## src/logic/storeBuffer_defs.svh

```systemverilog
`ifndef STOREBUFFER_DEFS_SVH
`define STOREBUFFER_DEFS_SVH

// Buffer depth is a power of two so the ring pointers wrap on their own.
`define SB_ENTRIES 4

`define SB_ADDR_WIDTH 32 // Byte address.
`define SB_DATA_WIDTH 32

// Byte lanes per data word.
`define SB_LANES (`SB_DATA_WIDTH / 8)

`endif

```

## src/logic/busPkg.sv

```systemverilog
`include "storeBuffer_defs.svh"

package busPkg;

    // Bus word address is the byte address without its lane bits.
    typedef logic [`SB_ADDR_WIDTH-3:0] wbAddress;

    typedef enum logic [1:0] {
        idle,   // Waiting for a buffered entry.
        write,  // Bus cycle open.
        retire  // Head entry is freed.
    } drainState;

endpackage

```

## src/logic/memTypesPkg.sv

```systemverilog
`include "storeBuffer_defs.svh"

package memTypesPkg;

    // Data word as seen by the core and the bus.
    typedef logic [`SB_DATA_WIDTH-1:0] word;

    // Byte address from the core.
    typedef logic [`SB_ADDR_WIDTH-1:0] address;

    // One bit per byte lane for entry valid bytes and bus select.
    typedef logic [`SB_LANES-1:0] byteMask;

    typedef logic [$clog2(`SB_ENTRIES)-1:0] sbIndex; // Entry slot number.

endpackage

```

## src/logic/sbDrainIf.sv

```systemverilog
`timescale 1ns/1ns

interface sbDrainIf;

    logic                 headValid;
    busPkg::wbAddress     headAddr;
    memTypesPkg::word     headData;
    memTypesPkg::byteMask headMask;
    logic                 retire; // One-cycle pulse that frees the head.

    modport buffer (
        output headValid, headAddr, headData, headMask,
        input  retire
    );

    modport master (
        input  headValid, headAddr, headData, headMask,
        output retire
    );

endinterface

```

## src/logic/sbSubsystem.sv

```systemverilog
`timescale 1ns/1ns

module sbSubsystem (
    input  logic                 clk,
    input  logic                 rst,
    input  logic                 storeValid,
    input  logic                 loadValid,
    input  logic                 byteOp,
    input  memTypesPkg::address  addr,
    input  memTypesPkg::word     wdata,
    output memTypesPkg::word     rdata,
    output logic                 loadHit,
    output logic                 loadMiss,
    output logic                 stall,
    output logic                 wbCyc,
    output logic                 wbStb,
    output logic                 wbWe,
    output busPkg::wbAddress     wbAdr,
    output memTypesPkg::word     wbDatW,
    output memTypesPkg::byteMask wbSel,
    input  logic                 wbAck
);

    sbDrainIf i_sbDrainIf ();

    // Core side of the memory stage.
    storeBuffer i_storeBuffer (
        .clk        (clk),
        .rst        (rst),
        .storeValid (storeValid),
        .loadValid  (loadValid),
        .byteOp     (byteOp),
        .addr       (addr),
        .wdata      (wdata),
        .rdata      (rdata),
        .loadHit    (loadHit),
        .loadMiss   (loadMiss),
        .stall      (stall),
        .drain      (i_sbDrainIf.buffer)
    );

    // Memory side with one write in flight.
    wbDrainMaster i_wbDrainMaster (
        .clk    (clk),
        .rst    (rst),
        .drain  (i_sbDrainIf.master),
        .wbCyc  (wbCyc),
        .wbStb  (wbStb),
        .wbWe   (wbWe),
        .wbAdr  (wbAdr),
        .wbDatW (wbDatW),
        .wbSel  (wbSel),
        .wbAck  (wbAck)
    );

endmodule

```

## src/logic/storeBuffer.sv

```systemverilog
`timescale 1ns/1ns
`include "storeBuffer_defs.svh"

module storeBuffer (
    input  logic                clk,
    input  logic                rst,
    input  logic                storeValid,
    input  logic                loadValid,
    input  logic                byteOp,
    input  memTypesPkg::address addr,
    input  memTypesPkg::word    wdata,
    output memTypesPkg::word    rdata,
    output logic                loadHit,
    output logic                loadMiss,
    output logic                stall,
    sbDrainIf.buffer            drain
);

    busPkg::wbAddress       entryAddr [`SB_ENTRIES];
    memTypesPkg::word       entryData [`SB_ENTRIES];
    memTypesPkg::byteMask   entryMask [`SB_ENTRIES];
    logic [`SB_ENTRIES-1:0] entryValid;

    memTypesPkg::sbIndex headPtr; // Oldest entry.
    memTypesPkg::sbIndex tailPtr; // Next free slot.

    busPkg::wbAddress     wordAddr;
    memTypesPkg::byteMask accessMask;
    memTypesPkg::word     accessBits;
    memTypesPkg::word     storeBits;

    logic                anyMatch;
    memTypesPkg::sbIndex youngIdx;
    logic                mergeMatch;
    memTypesPkg::sbIndex mergeIdx;
    logic                loadCovered;

    logic storeAccept;
    logic doMerge;
    logic doAlloc;

    // Spreads a lane mask over the bits of a word.
    function automatic memTypesPkg::word expandMask(input memTypesPkg::byteMask m);
        memTypesPkg::word bits;
        for (int b = 0; b < `SB_LANES; b++) begin
            bits[8*b +: 8] = {8{m[b]}};
        end
        return bits;
    endfunction

    assign wordAddr   = addr[`SB_ADDR_WIDTH-1:2];
    assign accessMask = byteOp ? (memTypesPkg::byteMask'(1) << addr[1:0]) : '1;
    assign accessBits = expandMask(accessMask);
    assign storeBits  = wdata & accessBits; // Byte stores use their own lane.

    // Walk from oldest to youngest, so the last hit wins.
    always_comb begin
        memTypesPkg::sbIndex idx;
        anyMatch   = 1'b0;
        youngIdx   = headPtr;
        mergeMatch = 1'b0;
        mergeIdx   = headPtr;
        for (int k = 0; k < `SB_ENTRIES; k++) begin
            idx = headPtr + memTypesPkg::sbIndex'(k);
            if (entryValid[idx] && entryAddr[idx] == wordAddr) begin
                anyMatch = 1'b1;
                youngIdx = idx;
                // The master picks up a valid head on the next edge so it never takes a merge.
                if (k != 0) begin
                    mergeMatch = 1'b1;
                    mergeIdx   = idx;
                end
            end
        end
    end

    assign loadCovered = anyMatch && ((entryMask[youngIdx] & accessMask) == accessMask);

    assign stall       = &entryValid;
    assign storeAccept = storeValid && !stall;
    assign doMerge     = storeAccept && mergeMatch;
    assign doAlloc     = storeAccept && !mergeMatch;

    always_ff @(posedge clk) begin
        if (doAlloc) begin
            entryAddr[tailPtr] <= wordAddr;
            entryData[tailPtr] <= storeBits;
            entryMask[tailPtr] <= accessMask;
        end
        if (doMerge) begin
            entryData[mergeIdx] <= (entryData[mergeIdx] & ~accessBits) | storeBits;
            entryMask[mergeIdx] <= entryMask[mergeIdx] | accessMask;
        end
    end

    always_ff @(posedge clk) begin
        if (rst) begin
            entryValid <= '0;
            headPtr    <= '0;
            tailPtr    <= '0;
        end else begin
            if (doAlloc) begin
                entryValid[tailPtr] <= 1'b1;
                tailPtr             <= tailPtr + memTypesPkg::sbIndex'(1);
            end
            if (drain.retire) begin
                entryValid[headPtr] <= 1'b0;
                headPtr             <= headPtr + memTypesPkg::sbIndex'(1);
            end
        end
    end

    always_ff @(posedge clk) begin
        if (rst) begin
            loadHit  <= 1'b0;
            loadMiss <= 1'b0;
        end else begin
            loadHit  <= loadValid && loadCovered;
            loadMiss <= loadValid && !loadCovered;
        end
    end

    always_ff @(posedge clk) begin
        if (loadValid) begin
            rdata <= loadCovered ? (entryData[youngIdx] & accessBits) : '0;
        end
    end

    assign drain.headValid = entryValid[headPtr];
    assign drain.headAddr  = entryAddr[headPtr];
    assign drain.headData  = entryData[headPtr];
    assign drain.headMask  = entryMask[headPtr];

    oneRequest: assert property (@(posedge clk) disable iff (rst)
        !(storeValid && loadValid))
        else $error("store and load requested in the same cycle");

    retireHasHead: assert property (@(posedge clk) disable iff (rst)
        drain.retire |-> drain.headValid)
        else $error("retire seen with no valid head entry");

    // The ring pointers and the valid bits must agree on a free tail.
    allocFree: assert property (@(posedge clk) disable iff (rst)
        doAlloc |-> !entryValid[tailPtr])
        else $error("store written into an occupied entry");

endmodule

```

## src/logic/wbDrainMaster.sv

```systemverilog
`timescale 1ns/1ns

module wbDrainMaster (
    input  logic                 clk,
    input  logic                 rst,
    sbDrainIf.master             drain,
    output logic                 wbCyc,
    output logic                 wbStb,
    output logic                 wbWe,
    output busPkg::wbAddress     wbAdr,
    output memTypesPkg::word     wbDatW,
    output memTypesPkg::byteMask wbSel,
    input  logic                 wbAck
);

    busPkg::drainState state;

    always_ff @(posedge clk) begin
        if (rst) begin
            state <= busPkg::idle;
        end else begin
            unique case (state)
                busPkg::idle: begin
                    if (drain.headValid) begin
                        state <= busPkg::write;
                    end
                end
                busPkg::write: begin
                    if (wbAck) begin
                        state <= busPkg::retire; // Cycle ends on this edge.
                    end
                end
                busPkg::retire: begin
                    state <= busPkg::idle;
                end
                default: begin
                    state <= busPkg::idle;
                end
            endcase
        end
    end

    // Head fields are captured as the cycle opens.
    always_ff @(posedge clk) begin
        if (state == busPkg::idle && drain.headValid) begin
            wbAdr  <= drain.headAddr;
            wbDatW <= drain.headData;
            wbSel  <= drain.headMask;
        end
    end

    assign wbCyc = (state == busPkg::write);
    assign wbStb = wbCyc;
    assign wbWe  = wbCyc; // Write-only master.

    assign drain.retire = (state == busPkg::retire);

    // Every buffered entry holds at least one byte, so sel is never empty.
    selNotEmpty: assert property (@(posedge clk) disable iff (rst)
        wbStb |-> wbSel != '0)
        else $error("strobe with no byte selected");

    // The buffer keeps the head entry unchanged until retire.
    busHeld: assert property (@(posedge clk) disable iff (rst)
        wbStb |-> drain.headValid && wbAdr == drain.headAddr
            && wbDatW == drain.headData && wbSel == drain.headMask)
        else $error("head entry changed while its bus write was open");

endmodule

```

## config.mk

```make
export PLATFORM = sky130hd
export DESIGN_NAME = sbSubsystem
export DESIGN_NICKNAME = d
export VERILOG_FILES = /design/src/logic/busPkg.sv /design/src/logic/memTypesPkg.sv /design/src/logic/sbDrainIf.sv /design/src/logic/sbSubsystem.sv /design/src/logic/storeBuffer.sv /design/src/logic/wbDrainMaster.sv
export VERILOG_INCLUDE_DIRS = /design/src /design/src/logic
export SDC_FILE = /design/constraint.sdc
export NUM_CORES = 1
export LEC_CHECK = 0
export BUFFER_PORTS_ARGS = -buffer_cell sky130_fd_sc_hd__buf_2
export CORE_MARGIN = 3
export CORE_UTILIZATION = 39
export DETAILED_ROUTE_END_ITERATION = 12
export PLACE_DENSITY = 0.55
export SKIP_LAST_GASP = 1
export SLEW_MARGIN = 15
export SYNTH_ARGS = -nofsm -noshare
export SYNTH_HDL_FRONTEND = slang
export SYNTH_SLANG_ARGS = --single-unit
```

## constraint.sdc

```tcl
create_clock -name clk -period 8.3 [get_ports clk]
set_clock_uncertainty 0.05 [all_clocks]
set_input_delay 0 -clock clk [delete_from_list [all_inputs] [get_ports clk]]
set_output_delay 0 -clock clk [all_outputs]
set_load 0.05 [all_outputs]
```

-- Word-level counts from Yosys, hierarchy flattened
Memory sizes are Yosys's and may differ from the RTL's. A register that Yosys moved wholly into a read port is not among the register bits.
Cells that the tools add are included.
- shifts and indexed selects: 1
- magnitude comparators: 7
- reduce and logical (&&, ||, !) cells: 21
- equality and inequality tests: 9
- mux-type cells: 41
- $add $sub $neg: 4
- bitwise gates (word level): 10
- operators with widths (kind ; count):
    equality test 30 bit ; 4
    bitwise AND 32 bit ; 3
    two-way mux 32 bit ; 1
    inverter 32 bit ; 1
    bitwise OR 32 bit ; 1
    OR reduction 32 bit ; 1
    two-way mux 4 bit ; 5
    two-way mux 1 bit ; 19
    two-way mux 2 bit ; 9
    less-than comparator 2 x 3 -> 1 bit, second input constant ; 5
    logical AND 1 bit ; 13
    bitwise AND 4 bit ; 2
    binary-select mux 1 bit (select 2 bit) ; 4
    bitwise OR 4 bit ; 2
    adder 2 x 1 -> 2 bit, second input constant ; 2
    adder 2 bit, second input constant ; 2
    demux 1 bit (select 2 bit) ; 2
    equality test 4 bit ; 1
    >= comparator 2 x 1 -> 1 bit, second input constant ; 2
    inverter 4 bit ; 1
    one-hot mux 2 bit (2 select lines) ; 1
    AND reduction 4 bit ; 1
    OR reduction 4 bit ; 1
    left shift 1 x 2 -> 4 bit, first input constant ; 1
    other kinds (7) ; 9
- register bits: 74
- output and inout bits: 104
- RAM bits: 264
- input bits: 70
- memories kept: 3
- memories (name ; depth ; width ; rd ports ; clocked after memory_dff ; wr ports ; line ; RTL):
    i_storeBuffer.entryData ; 4 ; 32 ; 2 ; 1 ; 1 ; storeBuffer.sv:20 ; memTypesPkg::word entryData [`SB_ENTRIES];
    i_storeBuffer.entryAddr ; 4 ; 30 ; 4 ; 1 ; 1 ; storeBuffer.sv:19 ; busPkg::wbAddress entryAddr [`SB_ENTRIES];
    i_storeBuffer.entryMask ; 4 ; 4 ; 2 ; 1 ; 1 ; storeBuffer.sv:21 ; memTypesPkg::byteMask entryMask [`SB_ENTRIES];

-- Longest topological paths before layout
Gate-level depths: netlist of the first run.
- depth after elaboration: 13
- mapped depth: 25
- mapped depth without buffers: 13

-- Cells and area by module
From an unflattened synthesis of the first run, not the netlist that was laid out.
- cells, all modules: 1224
- area total of the unflattened synthesis: 18980.7 µm²
- by module, submodules not included (module ; area each (µm²) ; cells each ; instances):
    storeBuffer ; 16900.0 ; 1147 ; 1
    wbDrainMaster ; 2080.7 ; 77 ; 1

-- Least setup slack after synthesis of the first run
No wires, ideal clock.
- kind: register to register
- from: reg i_storeBuffer.headPtr[0]
- to: reg i_wbDrainMaster.state[0]
- path buffers: 5
- library setup time: 79 ps
- stages on the path, launching flop included: 9
- clock period less this slack: 7191 ps
- setup slack: 1109 ps
- required time: 8171 ps
- arrival time: 7062 ps
- cells stage by stage: dfxtp_1 buf_4 buf_6 buf_2 clkbuf_1 buf_2 mux4_2 nor3b_1 o21ba_2
- cells in the longest elaborated chain, start to end: 4
- ends and longest elaborated chain (what ; line ; RTL):
    start: declaration ; storeBuffer.sv:24 ; memTypesPkg::sbIndex headPtr;
    start signal: assignment ; storeBuffer.sv:108 ; headPtr <= headPtr + memTypesPkg::sbIndex'(1);
    binary-select mux 1 bit (select 2 bit) ; storeBuffer.sv:129 ; assign drain.headValid = entryValid[headPtr];
    two-way mux 1 bit (not written as such) ; storeBuffer.sv:129 ;
    != test 2 bit (no line) ; n/a ;
    AND reduction 2 bit (no line) ; n/a ;
    end signal: assignment ; wbDrainMaster.sv:20 ; state <= busPkg::idle;
    end signal: assignment ; wbDrainMaster.sv:25 ; state <= busPkg::write;
    end signal: assignment ; wbDrainMaster.sv:30 ; state <= busPkg::retire;
    end: declaration ; wbDrainMaster.sv:16 ; busPkg::drainState state;
Every way passes these cells. The select of a mux whose other input is x is not followed.
A chain may end at the register's enable or synchronous reset.

-- Final worst setup path of the first run
- from: reg i_storeBuffer.headPtr[1]
- to: reg i_storeBuffer.rdata[3] (data pin)
- cells in the longest elaborated chain, start to end: 11
- elaborated cells on any way between the ends: 32
- ends and longest elaborated chain (what ; line ; RTL):
    adder 2 x 1 -> 2 bit ; storeBuffer.sv:64 ; idx = headPtr + memTypesPkg::sbIndex'(k);
    memory (4 x 30 bit) / binary-select mux 1 bit (select 2 bit) (equally long branches) ; n/a ;
    equality test 30 bit / two-way mux 1 bit (equally long branches) ; storeBuffer.sv:65 ; if (entryValid[idx] && entryAddr[idx] == wordAddr) begin
    logical AND 1 bit ; storeBuffer.sv:65 ;
    two-way mux 2 bit (3 in a row) ; storeBuffer.sv:65 ;
    memory (4 x 4 bit) ; n/a ;
    bitwise AND 4 bit ; storeBuffer.sv:77 ; assign loadCovered = anyMatch && ((entryMask[youngIdx] & accessMask) == accessMask);
    equality test 4 bit ; storeBuffer.sv:77 ;
    logical AND 1 bit ; storeBuffer.sv:77 ;
    end signal: assignment ; storeBuffer.sv:125 ; rdata <= loadCovered ? (entryData[youngIdx] & accessBits) : '0;
    end: declaration ; storeBuffer.sv:12 ; output memTypesPkg::word rdata,
Parallel ways exist; a longest one is shown, timed or not. The select of a mux whose other input is x is not followed.

==> results list, run 1 <==
* Worst min-delay path category: in2reg
* Count of nets left with antenna violations after detail routing: 0
- The via count of the first global-routing pass came to 12,670.
* Initial cell density of the core: 39.65%
- Synthesized instance count: 1,283
- After the first detailed-routing iteration, the DRC count stood at 853.
- Number of enable flip-flop cells after synthesis: 362
- Area grow syn2layout: 18.62%
- Cell depth of the worst flop-to-flop path: 14
- Grt total ovfl: 0
- At the worst endpoint, the arrival time is 6700 ps.
- Global-route usage over all layers: 20.04%
* Cells on Worst Hold Path: 1
- Post-CTS repair timing setup buffer count: 0
- Area of the core: 0.04925 mm^2
- Post-Route Setup TNS: 0 ps
- Number of distinct library cells after synthesis: 64
- In the routed design, unresolved DRC markers number 0.
* Worst setup EP type: flip-flop
* Leading area contributor after synthesis: sky130_fd_sc_hd__edfxtp_1
* Clock transition at the registers of the reported paths: 60 ps
- Of all flip-flops after synthesis, the portion carrying an async set or reset was 0%.
- By area the synthesized netlist is led by sky130_fd_sc_hd__edfxtp_1 56%, sky130_fd_sc_hd__mux4_2 15%, sky130_fd_sc_hd__mux2i_1 5.2%.
* CTS tree: yes
- Average wire length per cell after detail routing: 24.05 um
- In this run the worst path has a maximum fanout of 54.
- Based on the critical path, the design can be clocked at up to 154.3 MHz.
- Startpoint of the worst-slack reg-to-reg timing path: i_storeBuffer.headPtr[1]
- Mean area per synthesized cell: 15.22 um^2
- Once the clock tree was built, the resizer swapped 0 gates to a different size.
- Net count, final: 1,588
* Most used flip-flop cell after synthesis: sky130_fd_sc_hd__edfxtp_1
* Most frequent cell after synthesis: sky130_fd_sc_hd__edfxtp_1
* CTS Hold Buffers Added: 69
* Clock net sink count: 376
* Via count: 12,360
- Total power for the finished layout comes to 4.737 mW.
- Endpoint required time on the critical path: 8520 ps
- For the worst-skew pair, the clock arrives at the later sink with an insertion delay of 570 ps.
- In this run the most critical hold path is launched from loadValid.
- Fin util: 47.04%
* Ys Warns: 0
* Endpoint, Worst Hold: i_storeBuffer.rdata[25]
- Counting along the longest clock path gives a buffer depth of 3.
- Largest net degree at the start of global routing: 137
* Number of slew-limit violations in the final report: 0
- Total iterations of the first detailed-routing run: 5
* P_leak: 7.426 nW
* Fraction of the yosys area taken by sequential cells: 57.10%
* Final WL: 53.08 mm
- Area of the die: 0.05280 mm^2
- Setup repair after global routing left no endpoint under its margin.
* Initial antenna violation count: 0
- After synthesis the netlist holds a flip-flop and latch count of 376.
- Die height: 229.8 um
- Final critical path time including I/O delays and setup: 6479 ps
* Number of antenna cells inserted: 0
- Row generation in the floorplan step produced 81 rows.
- Outcome: finished, final reports clean
- The congestion estimate from routability-driven global placement came to 0.9267.
- In the final layout, the share of cells above drive strength 1 is 30.52%.
- Across the VDD grid, the largest voltage drop is 0.0001571 V.
- DR vias/cell: 5.600
* Total power per unit cell area: 204.5 mW/mm^2
* X dimension of the die: 229.8 um
* Total of max-cap violations: 0
- First-pass GRT wire length: 80.05 mm
- Number of top-level design ports: 174
* Detailed Place HPWL: 35.41 mm
- The H-tree was split into 2 levels.
- Across all hold checks on the routed design, the worst slack comes to 79.34 ps.
* Cell area after synthesis: 0.01953 mm^2
- The number of nets handed over by synthesis was 1,361.
- Headroom to the max-slew limit came out at 9.032%.
- In this run the tool buffered the top-level ports with 173 buffer cells.
- Worst R2R Setup Slack: 1820 ps
- The worst setup path is launched from a flip-flop.
- Number of endpoints failing setup at the final stage: 0
- CTS buffer count: 43
- Setup CP Type: reg2reg
- Non-filler instance count after layout: 2,207
- Clock root cell: sky130_fd_sc_hd__clkbuf_16
- List of most frequent post-synthesis cells: 362 x sky130_fd_sc_hd__edfxtp_1, 134 x sky130_fd_sc_hd__mux4_2, 101 x sky130_fd_sc_hd__mux2i_1
- The number of endpoints with negative hold slack in the final report came to 0.
- In this run the critical register-to-register path is captured at i_storeBuffer.rdata[3].
- Post-route clock period utilization: 78.06%
- Slew @ Worst Pin: 1330 ps
* Number of cells in the design after placement: 2,060
- In this run the biggest area consumer among cell types represents 55.66% of the synthesized area.
-- registers in the layout (all words and copies together), names as in the netlist, 2 cells and up, named ones only --
name / count
i_storeBuffer.entryValid: 4
i_storeBuffer.entryAddr: 120
i_storeBuffer.rdata: 32
i_storeBuffer.tailPtr: 2
i_storeBuffer.headPtr: 2
i_wbDrainMaster.wbSel: 4
i_storeBuffer.entryMask: 16
i_wbDrainMaster.state: 2
i_storeBuffer.entryData: 128
i_wbDrainMaster.wbAdr: 30
i_wbDrainMaster.wbDatW: 32
-- worst max-delay path by stage --
stage | from | end
after floorplan | i_storeBuffer.headPtr[0] | i_wbDrainMaster.state[0]
after global placement | i_storeBuffer.headPtr[1] | i_storeBuffer.rdata[0]
after detailed placement | i_storeBuffer.headPtr[1] | i_storeBuffer.rdata[3]
after CTS | i_storeBuffer.headPtr[1] | i_storeBuffer.rdata[3]
after global routing | i_storeBuffer.headPtr[1] | i_storeBuffer.rdata[7]
final | i_storeBuffer.headPtr[1] | i_storeBuffer.rdata[3]
-- where the power goes --
group / switching, mW / leakage [nW] / internal, mW
clock: 0.751 / 0.658 / 1.08
combinational: 0.426 / 3.26 / 0.226
sequential: 0.0496 / 3.50 / 2.20
total: 1.23 / 7.43 / 3.51
-- critical path: stages (launching register included) --
cell and delay [ps]:
sky130_fd_sc_hd__dfxtp_4 340, sky130_fd_sc_hd__inv_1 110, sky130_fd_sc_hd__ha_4 890, sky130_fd_sc_hd__buf_4 400
sky130_fd_sc_hd__mux4_2 350, sky130_fd_sc_hd__xnor2_1 470, sky130_fd_sc_hd__nor4b_1 350, sky130_fd_sc_hd__or4b_1 590
sky130_fd_sc_hd__or2_2 360, sky130_fd_sc_hd__a41oi_2 300, sky130_fd_sc_hd__nand2_2 390, sky130_fd_sc_hd__buf_4 380
sky130_fd_sc_hd__mux2i_1 210, sky130_fd_sc_hd__o221ai_1 830, sky130_fd_sc_hd__nor3_1 140
-- per-stage QoR --
stage,cell area (um^2),setup WS (ps)
after floorplan,19530,1109
final,23170,1821
after CTS,23170,1837
after detailed placement,21120,1838
after global routing,23170,1541
after global placement,21120,1975
-- layer usage --
layer / track usage, % / wire length, um / vias up
li1: - / - / 5535
met1: 25.92 / 21940 / 6307
met2: 33.96 / 26410 / 413
met3: 4.163 / 3061 / 104
met4: 6.352 / 1664 / 0
met5: 0 / 0 / -
-- placed cells by master (no fill, tap or decap), drive strengths merged, types with 35 or more instances in the layout --
cell	n
a21oi	46
buf	208
clkbuf	54
dlygate4sd3	69
edfxtp	362
mux2	35
mux2i	101
mux4	134
nand2	74
nor2	53
o21ai	49
xnor2	98
-- area by class of cell --
class                           count  area [um^2]
Clock buffer                       54         1117
Clock inverter                     24        242.7
Fill cell                        4346        26090
Inverter                           11        41.29
Multi-Input combinational cell    801         7919
Sequential cell                   376        11160
Tap cell                          664        830.8
Timing Repair Buffer              277         1857
-- cells by family (layout without fill, tap and decap cells) --
logic type / count (synthesis) / count (layout) / share of synthesized area [%]
AO/OA/AOI/OAI: 145 / 145 / 4.690
multiplexers: 270 / 270 / 22.65
XOR/XNOR: 120 / 120 / 5.381
adder cells (fa/ha/maj): 8 / 8 / 0.5125
buffers and inverters: 106 / 366 / 2.684
flip-flops: 376 / 376 / 57.10
AND/OR/NAND/NOR: 258 / 258 / 6.990
No activity file was read; power rests on OpenSTA's default activity.
==> run 2, diff against run 1 <==
--- a/config.mk
+++ b/config.mk
@@ -6,6 +6,7 @@
 export SDC_FILE = /design/constraint.sdc
 export NUM_CORES = 1
 export LEC_CHECK = 0
+export ABC_AREA = 1
 export BUFFER_PORTS_ARGS = -buffer_cell sky130_fd_sc_hd__buf_2
 export CORE_MARGIN = 3
 export CORE_UTILIZATION = 39
==> constraint.sdc (replaced) <==
create_clock -name clk -period 6.66 [get_ports clk]
set_clock_uncertainty 0.05 [all_clocks]
set_input_delay 0 -clock clk [delete_from_list [all_inputs] [get_ports clk]]
set_output_delay 0 -clock clk [all_outputs]
set_load 0.05 [all_outputs]
==> results list, run 2 <==
- The startpoint type of the worst setup path is a flip-flop (unchanged).
- Count of state elements after synthesis: 376 (unchanged)
- Largest cells by area after synthesis: sky130_fd_sc_hd__edfxtp_1 52%, sky130_fd_sc_hd__nand2_1 18%, sky130_fd_sc_hd__nand3_1 11% (was sky130_fd_sc_hd__edfxtp_1 56%, sky130_fd_sc_hd__mux4_2 15%, sky130_fd_sc_hd__mux2i_1 5.2%).
- Top achievable clock speed: 197.1 MHz (was 154.3 MHz)
- List of most frequent post-synthesis cells: 975 x sky130_fd_sc_hd__nand2_1, 461 x sky130_fd_sc_hd__nand3_1, 362 x sky130_fd_sc_hd__edfxtp_1 (was 362 x sky130_fd_sc_hd__edfxtp_1, 134 x sky130_fd_sc_hd__mux4_2, 101 x sky130_fd_sc_hd__mux2i_1).
- The minimum clock period after layout is 5073 ps (was 6479 ps).
- The switching portion of total power was 28.72% (was 25.89%).
- The sequential fraction of the synthesis area is 53.69% (was 57.10%).
- Area grow syn2layout: 16.70% (was 18.62%)
- Clock transition at the registers of the reported paths: 60 ps (about the same)
* Final hold violation count: 0 (unchanged)
- The total leakage power was 10.20 nW (was 7.426 nW).
- The endpoint required time on the critical path was 7000 ps (was 8520 ps).
- Global-route usage over all layers: 25.11% (was 20.04%)
- The die outline width was 236.8 um (was 229.8 um).
- Leading cell types in the layout, fill and taps excluded: 975 x sky130_fd_sc_hd__nand2_1, 461 x sky130_fd_sc_hd__nand3_1, 362 x sky130_fd_sc_hd__edfxtp_1, 173 x sky130_fd_sc_hd__buf_2, 168 x sky130_fd_sc_hd__nor2_1 (was 362 x sky130_fd_sc_hd__edfxtp_1, 173 x sky130_fd_sc_hd__buf_2, 134 x sky130_fd_sc_hd__mux4_2, 101 x sky130_fd_sc_hd__mux2i_1, 98 x sky130_fd_sc_hd__xnor2_1)
- Total of max-cap violations: 0 (unchanged)
* Register with the most flip-flops: i_storeBuffer.entryData (unchanged)
- The maximum number of pins on one net before global-route repair is 204 (was 137).
- The sum of overflow across all layers after global routing was 0 (unchanged).
- Post-route clock period utilization: 76.18% (was 78.06%)
* Crit-path max FO: 63 (was 54)
- Total iterations of the first detailed-routing run: 6 (was 5)
- The maximum level of the CTS H-tree was 2 (unchanged).
* Longest Clk Path Bufs: 3 (unchanged)
* Switch Pwr: 1.728 mW (was 1.226 mW)
- Total power per unit cell area: 248.2 mW/mm^2 (was 204.5 mW/mm^2)
- CTS buffer count: 42 (was 43)
- The kind of end point of the critical path is a flip-flop (unchanged).
* Number of slew-limit violations in the final report: 0 (unchanged)
- The clock tree from TritonCTS was yes (unchanged).
- The total length of routed wires came to 72.30 mm (was 53.08 mm).
- The wire length of the first global-routing pass came to 109.1 mm (was 80.05 mm).
- Top-area cell type share of the netlist area: 52.34% (was 55.66%)
- Most used flip-flop cell after synthesis: sky130_fd_sc_hd__edfxtp_1 (unchanged)
- The maximum resistive drop on vdd was 0.0001798 V (was 0.0001571 V).
* Clock net sink count: 376 (unchanged)
* Number of antenna cells inserted: 0 (unchanged)
- The mean routed wirelength per cell came to 21.09 um (was 24.05 um).
- Worst path arrival time: 5420 ps (was 6700 ps)
* Worst min-delay path category: in2reg (unchanged)
* Worst R2R Setup Slack: 1590 ps (was 1820 ps)
- The launch point of the worst reg-to-reg path is i_storeBuffer.headPtr[0] (was i_storeBuffer.headPtr[1]).
- Buffers on Ports: 173 (unchanged)
- Registers with the most flip-flops: i_storeBuffer.entryData (128), i_storeBuffer.entryAddr (120) (unchanged).
* Row Count: 83 (was 81)
* Routability-driven placement congestion ratio: 1.010 (was 0.9267)
- Setup repair after global routing missed its margin: no (unchanged).
- The part of the power in registers was 46.3% (was 47.6%).
- The transition time of the tightest slew-check pin is 1103 ps (was 1330 ps).
- Remaining DRCs: 0 (unchanged)
- The share of final-layout standard cells stronger than drive strength 1 came to 11.50% (was 30.52%).
- Source-to-sink clock delay at the later pin of the worst-skew pair: 580 ps (was 570 ps)
- Beginning of the critical path: i_storeBuffer.headPtr[0] (was i_storeBuffer.headPtr[1])
- The starting DRC count in detailed routing was 1,930 (was 853).
- Headroom to the max-slew limit: 26.48% (was 9.032%)
* Number of endpoints failing setup at the final stage: 0 (unchanged)
- The half-perimeter wire length after detailed placement was 48.14 mm (was 35.41 mm).
* Setup CP Type: reg2reg (unchanged)
* Number of top-level design ports: 174 (unchanged)
- Count of nets left with antenna violations after detail routing: 0 (unchanged)
- The total via count after detailed routing is 19,070 (was 12,360).
- The largest area contributor in the synthesized netlist is sky130_fd_sc_hd__edfxtp_1 (unchanged).
- Post-synthesis async set-or-reset flop share: 0% (unchanged)
- The final cell utilization of the core was 46.58% (was 47.04%).
* Vias in the first global route: 18,100 (was 12,670)
* Outcome: finished, final reports clean (unchanged)
- The starting utilization of the core area was 39.92% (was 39.65%).
* Clock share of power: 37.6% (was 38.7%)
- The number of nets produced by synthesis was 2,601 (was 1,361).
- The number of vias per cell was 5.563 (was 5.600).
- The number of flip-flops in the largest register came to 128 (unchanged).
* Ys Warns: 0 (unchanged)
- Mean area per synthesized cell: 8.231 um^2 (was 15.22 um^2)
- The most frequent cell after synthesis is sky130_fd_sc_hd__nand2_1 (was sky130_fd_sc_hd__edfxtp_1).
- Clock root cell: sky130_fd_sc_hd__clkbuf_16 (unchanged)
- Leading cell type in the layout, fill and taps excluded: sky130_fd_sc_hd__nand2_1 (was sky130_fd_sc_hd__edfxtp_1)
- Area of the core: 0.05203 mm^2 (was 0.04925 mm^2)
- The number of instances in the synthesized netlist is 2,523 (was 1,283).
- Initial antenna violation count: 0 (unchanged)
- The overall die area is 0.05606 mm^2 (was 0.05280 mm^2).
- Die height: 236.8 um (was 229.8 um)
- Number of distinct library cells after synthesis: 35 (was 64)
- Number of enable flip-flop cells after synthesis: 362 (unchanged)
* Cell area after synthesis: 0.02077 mm^2 (was 0.01953 mm^2)
- The net count of the finished layout came to 2,796 (was 1,588).
- Share of total power in combinational logic: 16.1% (was 13.8%)
- Source of the worst hold timing path: loadValid (unchanged)
* Cell-internal power: 4.288 mW (was 3.511 mW)
- The setup TNS after final layout is 0 ps (unchanged).
## run 2: through the flow
step | cells | worst slack, ps | power [mW] | instance area, um^2 | hold slack [ps]
final | 3428 | 1587 | 6.015 | 24240 | 78.34
after global routing | 3428 | 1296 | 6.249 | 24240 | 89.83
after CTS | 3428 | 1710 | 6.057 | 24240 | 48.09
after detailed placement | 3284 | 1724 | 3.759 | 22220 | 181.0
after global placement | 3284 | 1744 | 3.752 | 22220 | 175.6
after floorplan | 2523 | 539.4 | 3.438 | 20770 | 19.07
## run 2: cell type report
class,instances,area (um^2)
clock inverters,19,195.2
inverters,112,425.4
clock buffers,55,1121
flip-flops and latches,376,11160
fillers,4994,27790
multi-input cells,1910,8622
repair buffers,276,1864
well taps,680,850.8
## run 2: cells by family (layout without fill, tap and decap cells)
logic type,Yosys count,in the layout,share of synthesized area [%]
flip-flops,376,376,53.69
AND/OR/NAND/NOR,1686,1686,34.73
adder cells (fa/ha/maj),8,8,0.4820
buffers and inverters,237,462,5.115
AO/OA/AOI/OAI,196,196,5.133
multiplexers,1,1,0.04820
XOR/XNOR,19,19,0.8013
## run 2: power groups by stage
stage	sequential, mW	clock, mW	combinational [mW]
detailed placement	2.83	0	0.926
global placement	2.83	0	0.920
finish	2.78	2.26	0.967
global route	2.80	2.40	1.05
CTS	2.78	2.31	0.963
floorplan	2.97	0	0.470
## run 2: per-layer routing
| metal | up-vias | wire, um | track usage (%) |
|---|---|---|---|
| li1 | 8977 | - | - |
| met1 | 9137 | 32160 | 35.69 |
| met2 | 836 | 33090 | 40.08 |
| met3 | 119 | 5098 | 3.261 |
| met4 | 0 | 1946 | 7.678 |
| met5 | - | 0 | 0 |
## run 2: worst paths after layout
| path | to | cells past startpoint |
|---|---|---|
| worst min-delay path | i_storeBuffer.rdata[3] | 1 |
| worst min register to register | i_storeBuffer.entryValid[0] | 2 |
| worst max-delay path | i_storeBuffer.rdata[7] | 22 |
| worst max register to register | i_storeBuffer.rdata[7] | 22 |
## run 2: what timing repair did
action	4_1_cts	5_1_grt
hold buffers	70	0
setup buffers	0	0
endpoints found under the hold margin	278	0
gates resized for setup	0	0
## run 2: worst max-delay path, cell delays in order, from the launching register on
cell	delay, ps
sky130_fd_sc_hd__dfxtp_4	380
sky130_fd_sc_hd__inv_6	40
sky130_fd_sc_hd__ha_2	320
sky130_fd_sc_hd__buf_4	610
sky130_fd_sc_hd__nand3_1	170
sky130_fd_sc_hd__nand2_1	130
sky130_fd_sc_hd__xor2_1	390
sky130_fd_sc_hd__nand3_1	140
sky130_fd_sc_hd__nor2_1	140
sky130_fd_sc_hd__nand2_1	70
sky130_fd_sc_hd__nor2_1	350
sky130_fd_sc_hd__inv_2	100
sky130_fd_sc_hd__nand2_1	100
sky130_fd_sc_hd__nand2_2	120
sky130_fd_sc_hd__nand2_2	210
sky130_fd_sc_hd__buf_4	420
sky130_fd_sc_hd__nand2_1	110
sky130_fd_sc_hd__nand2_1	80
sky130_fd_sc_hd__nand2_1	60
sky130_fd_sc_hd__nand3_1	120
sky130_fd_sc_hd__nand3_2	340
sky130_fd_sc_hd__buf_4	330
sky130_fd_sc_hd__nor3_2	130
==> run 3, diff against run 2 <==
--- a/config.mk
+++ b/config.mk
@@ -6,7 +6,7 @@
 export SDC_FILE = /design/constraint.sdc
 export NUM_CORES = 1
 export LEC_CHECK = 0
-export ABC_AREA = 1
+export ABC_AREA = 0
 export BUFFER_PORTS_ARGS = -buffer_cell sky130_fd_sc_hd__buf_2
 export CORE_MARGIN = 3
 export CORE_UTILIZATION = 39
==> constraint.sdc (replaced) <==
create_clock -name clk -period 4.85 [get_ports clk]
set_clock_uncertainty 0.05 [all_clocks]
set_input_delay 0 -clock clk [delete_from_list [all_inputs] [get_ports clk]]
set_output_delay 0 -clock clk [all_outputs]
set_load 0.05 [all_outputs]
==> results list, run 3 (synthesis results as in run 1) <==
* Outcome: complete, but fails checks (was finished, final reports clean)
- Failing checks: setup timing
* Final WL: 56.63 mm (was 72.30 mm)
- The sum of overflow across all layers after global routing is 0 (unchanged).
- Detailed Place HPWL: 37.50 mm (was 48.14 mm)
* P_leak: 8.489 nW (was 10.20 nW)
- Row Count: 81 (was 83)
- The area overhead of the layout relative to synthesis is 29.49% (was 16.70%).
- DR vias/cell: 5.603 (was 5.563)
- The number of cells on the worst hold path was 1 (unchanged).
- The share of final-layout standard cells stronger than drive strength 1 came to 41.20% (was 11.50%).
- The maximum level of the CTS H-tree came to 2 (unchanged).
- The final standard cell count with taps included and fillers excluded is 2,358 (was 3,428).
- Worst supply voltage drop on vdd: 0.0002297 V (was 0.0001798 V)
- Sequential cell area in the final layout: 0.01116 mm^2 (about the same)
- The maximum fanout along the worst path came to 6 (was 63).
- The critical path start-end classification is reg2reg (unchanged).
- The max-slew violation count is 0 (unchanged).
- The overall die area is 0.05280 mm^2 (was 0.05606 mm^2).
- Area of the core: 0.04925 mm^2 (was 0.05203 mm^2)
- The wire length of the first global-routing pass came to 83.86 mm (was 109.1 mm).
* Register with the most flip-flops: i_storeBuffer.entryData (unchanged)
* Die height: 229.8 um (was 236.8 um)
- Worst hold slack: 70.33 ps (was 78.34 ps)
- Average wire length per cell after detail routing: 24.02 um (was 21.09 um)
* Buffers on Ports: 173 (unchanged)
* Via count: 13,210 (was 19,070)
- The minimum setup slack in the final design came to -12.03 ps (was 1587 ps).
- Routability-driven placement congestion ratio: 0.9344 (was 1.010)
- CTS tree: yes (unchanged)
- The post-place instance area was 0.02252 mm^2 (was 0.02222 mm^2).
* Number of cells in the design after placement: 2,186 (was 3,284)
- The final antenna-violating net count is 0 (unchanged).
- Headroom to the max-slew limit: 37.48% (was 26.48%)
* Slew @ Worst Pin: 937.9 ps (was 1103 ps)
- Largest net degree at the start of global routing: 46 (was 204)
- Post-route clock period utilization: 100.2% (was 76.18%)
- The number of endpoints with negative hold slack in the final report was 0 (unchanged).
- Total of max-cap violations: 0 (unchanged)
- The total global-route track usage is 20.94% (was 25.11%).
- The hold path endpoint is i_storeBuffer.rdata[12] (was i_storeBuffer.rdata[3]).
- Worst path arrival time: 5110 ps (was 5420 ps)
- Leading cell types in the layout, fill and taps excluded: 362 x sky130_fd_sc_hd__edfxtp_1, 173 x sky130_fd_sc_hd__buf_2, 142 x sky130_fd_sc_hd__buf_4, 134 x sky130_fd_sc_hd__mux4_2, 100 x sky130_fd_sc_hd__mux2i_1 (was 975 x sky130_fd_sc_hd__nand2_1, 461 x sky130_fd_sc_hd__nand3_1, 362 x sky130_fd_sc_hd__edfxtp_1, 173 x sky130_fd_sc_hd__buf_2, 168 x sky130_fd_sc_hd__nor2_1)
- The total power density per cell area was 335.2 mW/mm^2 (was 248.2 mW/mm^2).
- Worst setup EP type: flip-flop (unchanged)
- The TritonCTS sink count came to 376 (unchanged).
- Initial cell density of the core: 39.65% (was 39.92%)
* Initial antenna violation count: 0 (unchanged)
* Number of top-level design ports: 174 (unchanged)
- The peak clock frequency supported by timing is 205.7 MHz (was 197.1 MHz).
* Net count, final: 1,737 (was 2,796)
- The number of cells on the worst reg-to-reg path is 19 (was 22).
- Source of the worst hold timing path: loadValid (unchanged)
* X dimension of the die: 229.8 um (was 236.8 um)
- Vias in the first global route: 13,270 (was 18,100)
- The startpoint type of the worst setup path is a flip-flop (unchanged).
- Registers with the most flip-flops: i_storeBuffer.entryData (128), i_storeBuffer.entryAddr (120) (unchanged)
* Beginning of the critical path: i_storeBuffer.headPtr[1] (was i_storeBuffer.headPtr[0])
* Number of design-rule violations left by the first detailed-router iteration: 1,014 (was 1,930)
- The register clock-pin slew on the reported worst setup and hold paths was 60 ps (about the same).
- The minimum clock period after layout came to 4862 ps (was 5073 ps).
- Setup repair after global routing missed its margin: yes (was no).
* Number of endpoints failing setup at the final stage: 6 (was 0)
- The buffer depth of the longest clock path came to 3 (unchanged).
- The register-to-register path setup slack was -10 ps (was 1590 ps).
* Area of the multi-input gates: 0.008397 mm^2 (was 0.008622 mm^2)
- The worst-skew pair later-pin latency is 580 ps (about the same).
* CTS buffer count: 44 (was 42)
- The terminus of the critical flop-to-flop path was i_storeBuffer.entryData[2][2] (was i_storeBuffer.rdata[7]).
- The endpoint required time on the critical path came to 5100 ps (was 7000 ps).
- The type of the tightest min-delay check is in2reg (unchanged).
* Area of all placed cells without fillers: 0.02529 mm^2 (was 0.02424 mm^2)
* Clock root cell: sky130_fd_sc_hd__clkbuf_16 (unchanged)
* Startpoint of the worst-slack reg-to-reg timing path: i_storeBuffer.headPtr[1] (was i_storeBuffer.headPtr[0])
* Leading cell type in the layout, fill and taps excluded: sky130_fd_sc_hd__edfxtp_1 (was sky130_fd_sc_hd__nand2_1)
* Fin util: 51.34% (was 46.58%)
- Remaining DRCs: 0 (unchanged)
* Filler Cells Inserted: 4,229 (was 4,994)
- Total iterations of the first detailed-routing run: 5 (was 6)
- The total inserted antenna cells is 0 (unchanged).
- The number of flip-flops in the largest register was 128 (unchanged).
## run 3: cell count changes in the layout (fill, tap and decap cells not counted), moves of 23 or more
cell | previous run | this run
sky130_fd_sc_hd__mux4_2 | 0 | 134
sky130_fd_sc_hd__buf_4 | 29 | 142
sky130_fd_sc_hd__nor3_2 | 31 | 5
sky130_fd_sc_hd__nand3_1 | 461 | 10
sky130_fd_sc_hd__xnor2_1 | 0 | 86
sky130_fd_sc_hd__o21ai_0 | 122 | 14
sky130_fd_sc_hd__buf_12 | 4 | 27
sky130_fd_sc_hd__nor2_1 | 168 | 48
sky130_fd_sc_hd__nand2_1 | 975 | 73
sky130_fd_sc_hd__mux2i_1 | 1 | 100
sky130_fd_sc_hd__mux2_2 | 0 | 32
sky130_fd_sc_hd__inv_1 | 99 | 9
sky130_fd_sc_hd__o22ai_1 | 43 | 2
## run 3: worst max-delay path, stage by stage, from the launching register on
cell                       delay (ps)
sky130_fd_sc_hd__dfxtp_4          360
sky130_fd_sc_hd__inv_4             40
sky130_fd_sc_hd__ha_4             310
sky130_fd_sc_hd__buf_12           150
sky130_fd_sc_hd__mux4_2           530
sky130_fd_sc_hd__xnor2_2          150
sky130_fd_sc_hd__buf_4            140
sky130_fd_sc_hd__nand4_1           80
sky130_fd_sc_hd__or2_1            280
sky130_fd_sc_hd__or4_4            490
sky130_fd_sc_hd__or3b_4           410
sky130_fd_sc_hd__a221oi_4         300
sky130_fd_sc_hd__buf_6            160
sky130_fd_sc_hd__buf_12           120
sky130_fd_sc_hd__buf_8            110
sky130_fd_sc_hd__buf_4            100
sky130_fd_sc_hd__buf_4            130
sky130_fd_sc_hd__mux2_2           340
sky130_fd_sc_hd__a21oi_2          190
sky130_fd_sc_hd__o21ai_1          130
## run 3: stage by stage
| step | setup TNS (ps) | total power [mW] | worst slack, ps |
|---|---|---|---|
| 2_1_floorplan | -83580 | 4.673 | -538.8 |
| 3_3_place_gp | -15390 | 5.130 | -208.2 |
| 3_5_place_dp | -18790 | 5.136 | -220.4 |
| 4_1_cts | 0 | 8.524 | 0.6635 |
| 5_1_grt | -6286 | 8.804 | -146.4 |
| 6_report | -49.23 | 8.477 | -12.03 |
## run 3: metal layers
metal	wire length (um)	GRT usage [%]
met5	0	0
met4	1293	5.222
met3	3748	4.522
met2	25950	32.28
met1	25640	30.40
## run 3: area by class of cell
| class | instances | share of cell area, % |
|---|---|---|
| flip-flops and latches | 376 | 44.13 |
| multi-input cells | 801 | 33.20 |
| repair buffers | 425 | 13.51 |
| clock buffers | 50 | 4.527 |
| well taps | 664 | 3.285 |
| clock inverters | 31 | 1.168 |
| inverters | 11 | 0.1831 |
## run 3: worst max path at each step
| stage | end | slack (ps) |
|---|---|---|
| 6_report | i_storeBuffer.entryData[2][2] | -10 |
| 5_1_grt | i_storeBuffer.rdata[23] | -150 |
| 4_1_cts | i_storeBuffer.rdata[23] | 0.7 |
| 3_5_place_dp | i_storeBuffer.entryData[1][20] | -220 |
| 3_3_place_gp | i_storeBuffer.entryData[0][20] | -210 |
| 2_1_floorplan | i_storeBuffer.entryData[1][0] | -540 |
## run 3: report_power, final
part           internal, mW  switching [mW]
Clock                  1.93            1.38
Combinational         0.519           0.793
Sequential             3.77          0.0914
## run 3: what timing repair did
| item | in CTS | in global routing |
|---|---|---|
| endpoints found under the hold margin | 273 | 0 |
| gates cloned | 1 | 4 |
| hold buffers | 70 | 0 |
| setup endpoints to repair | 245 | 261 |
| buffers inserted | 4 | 12 |
| gates resized for setup | 26 | 73 |
| pin swaps | 2 | 13 |
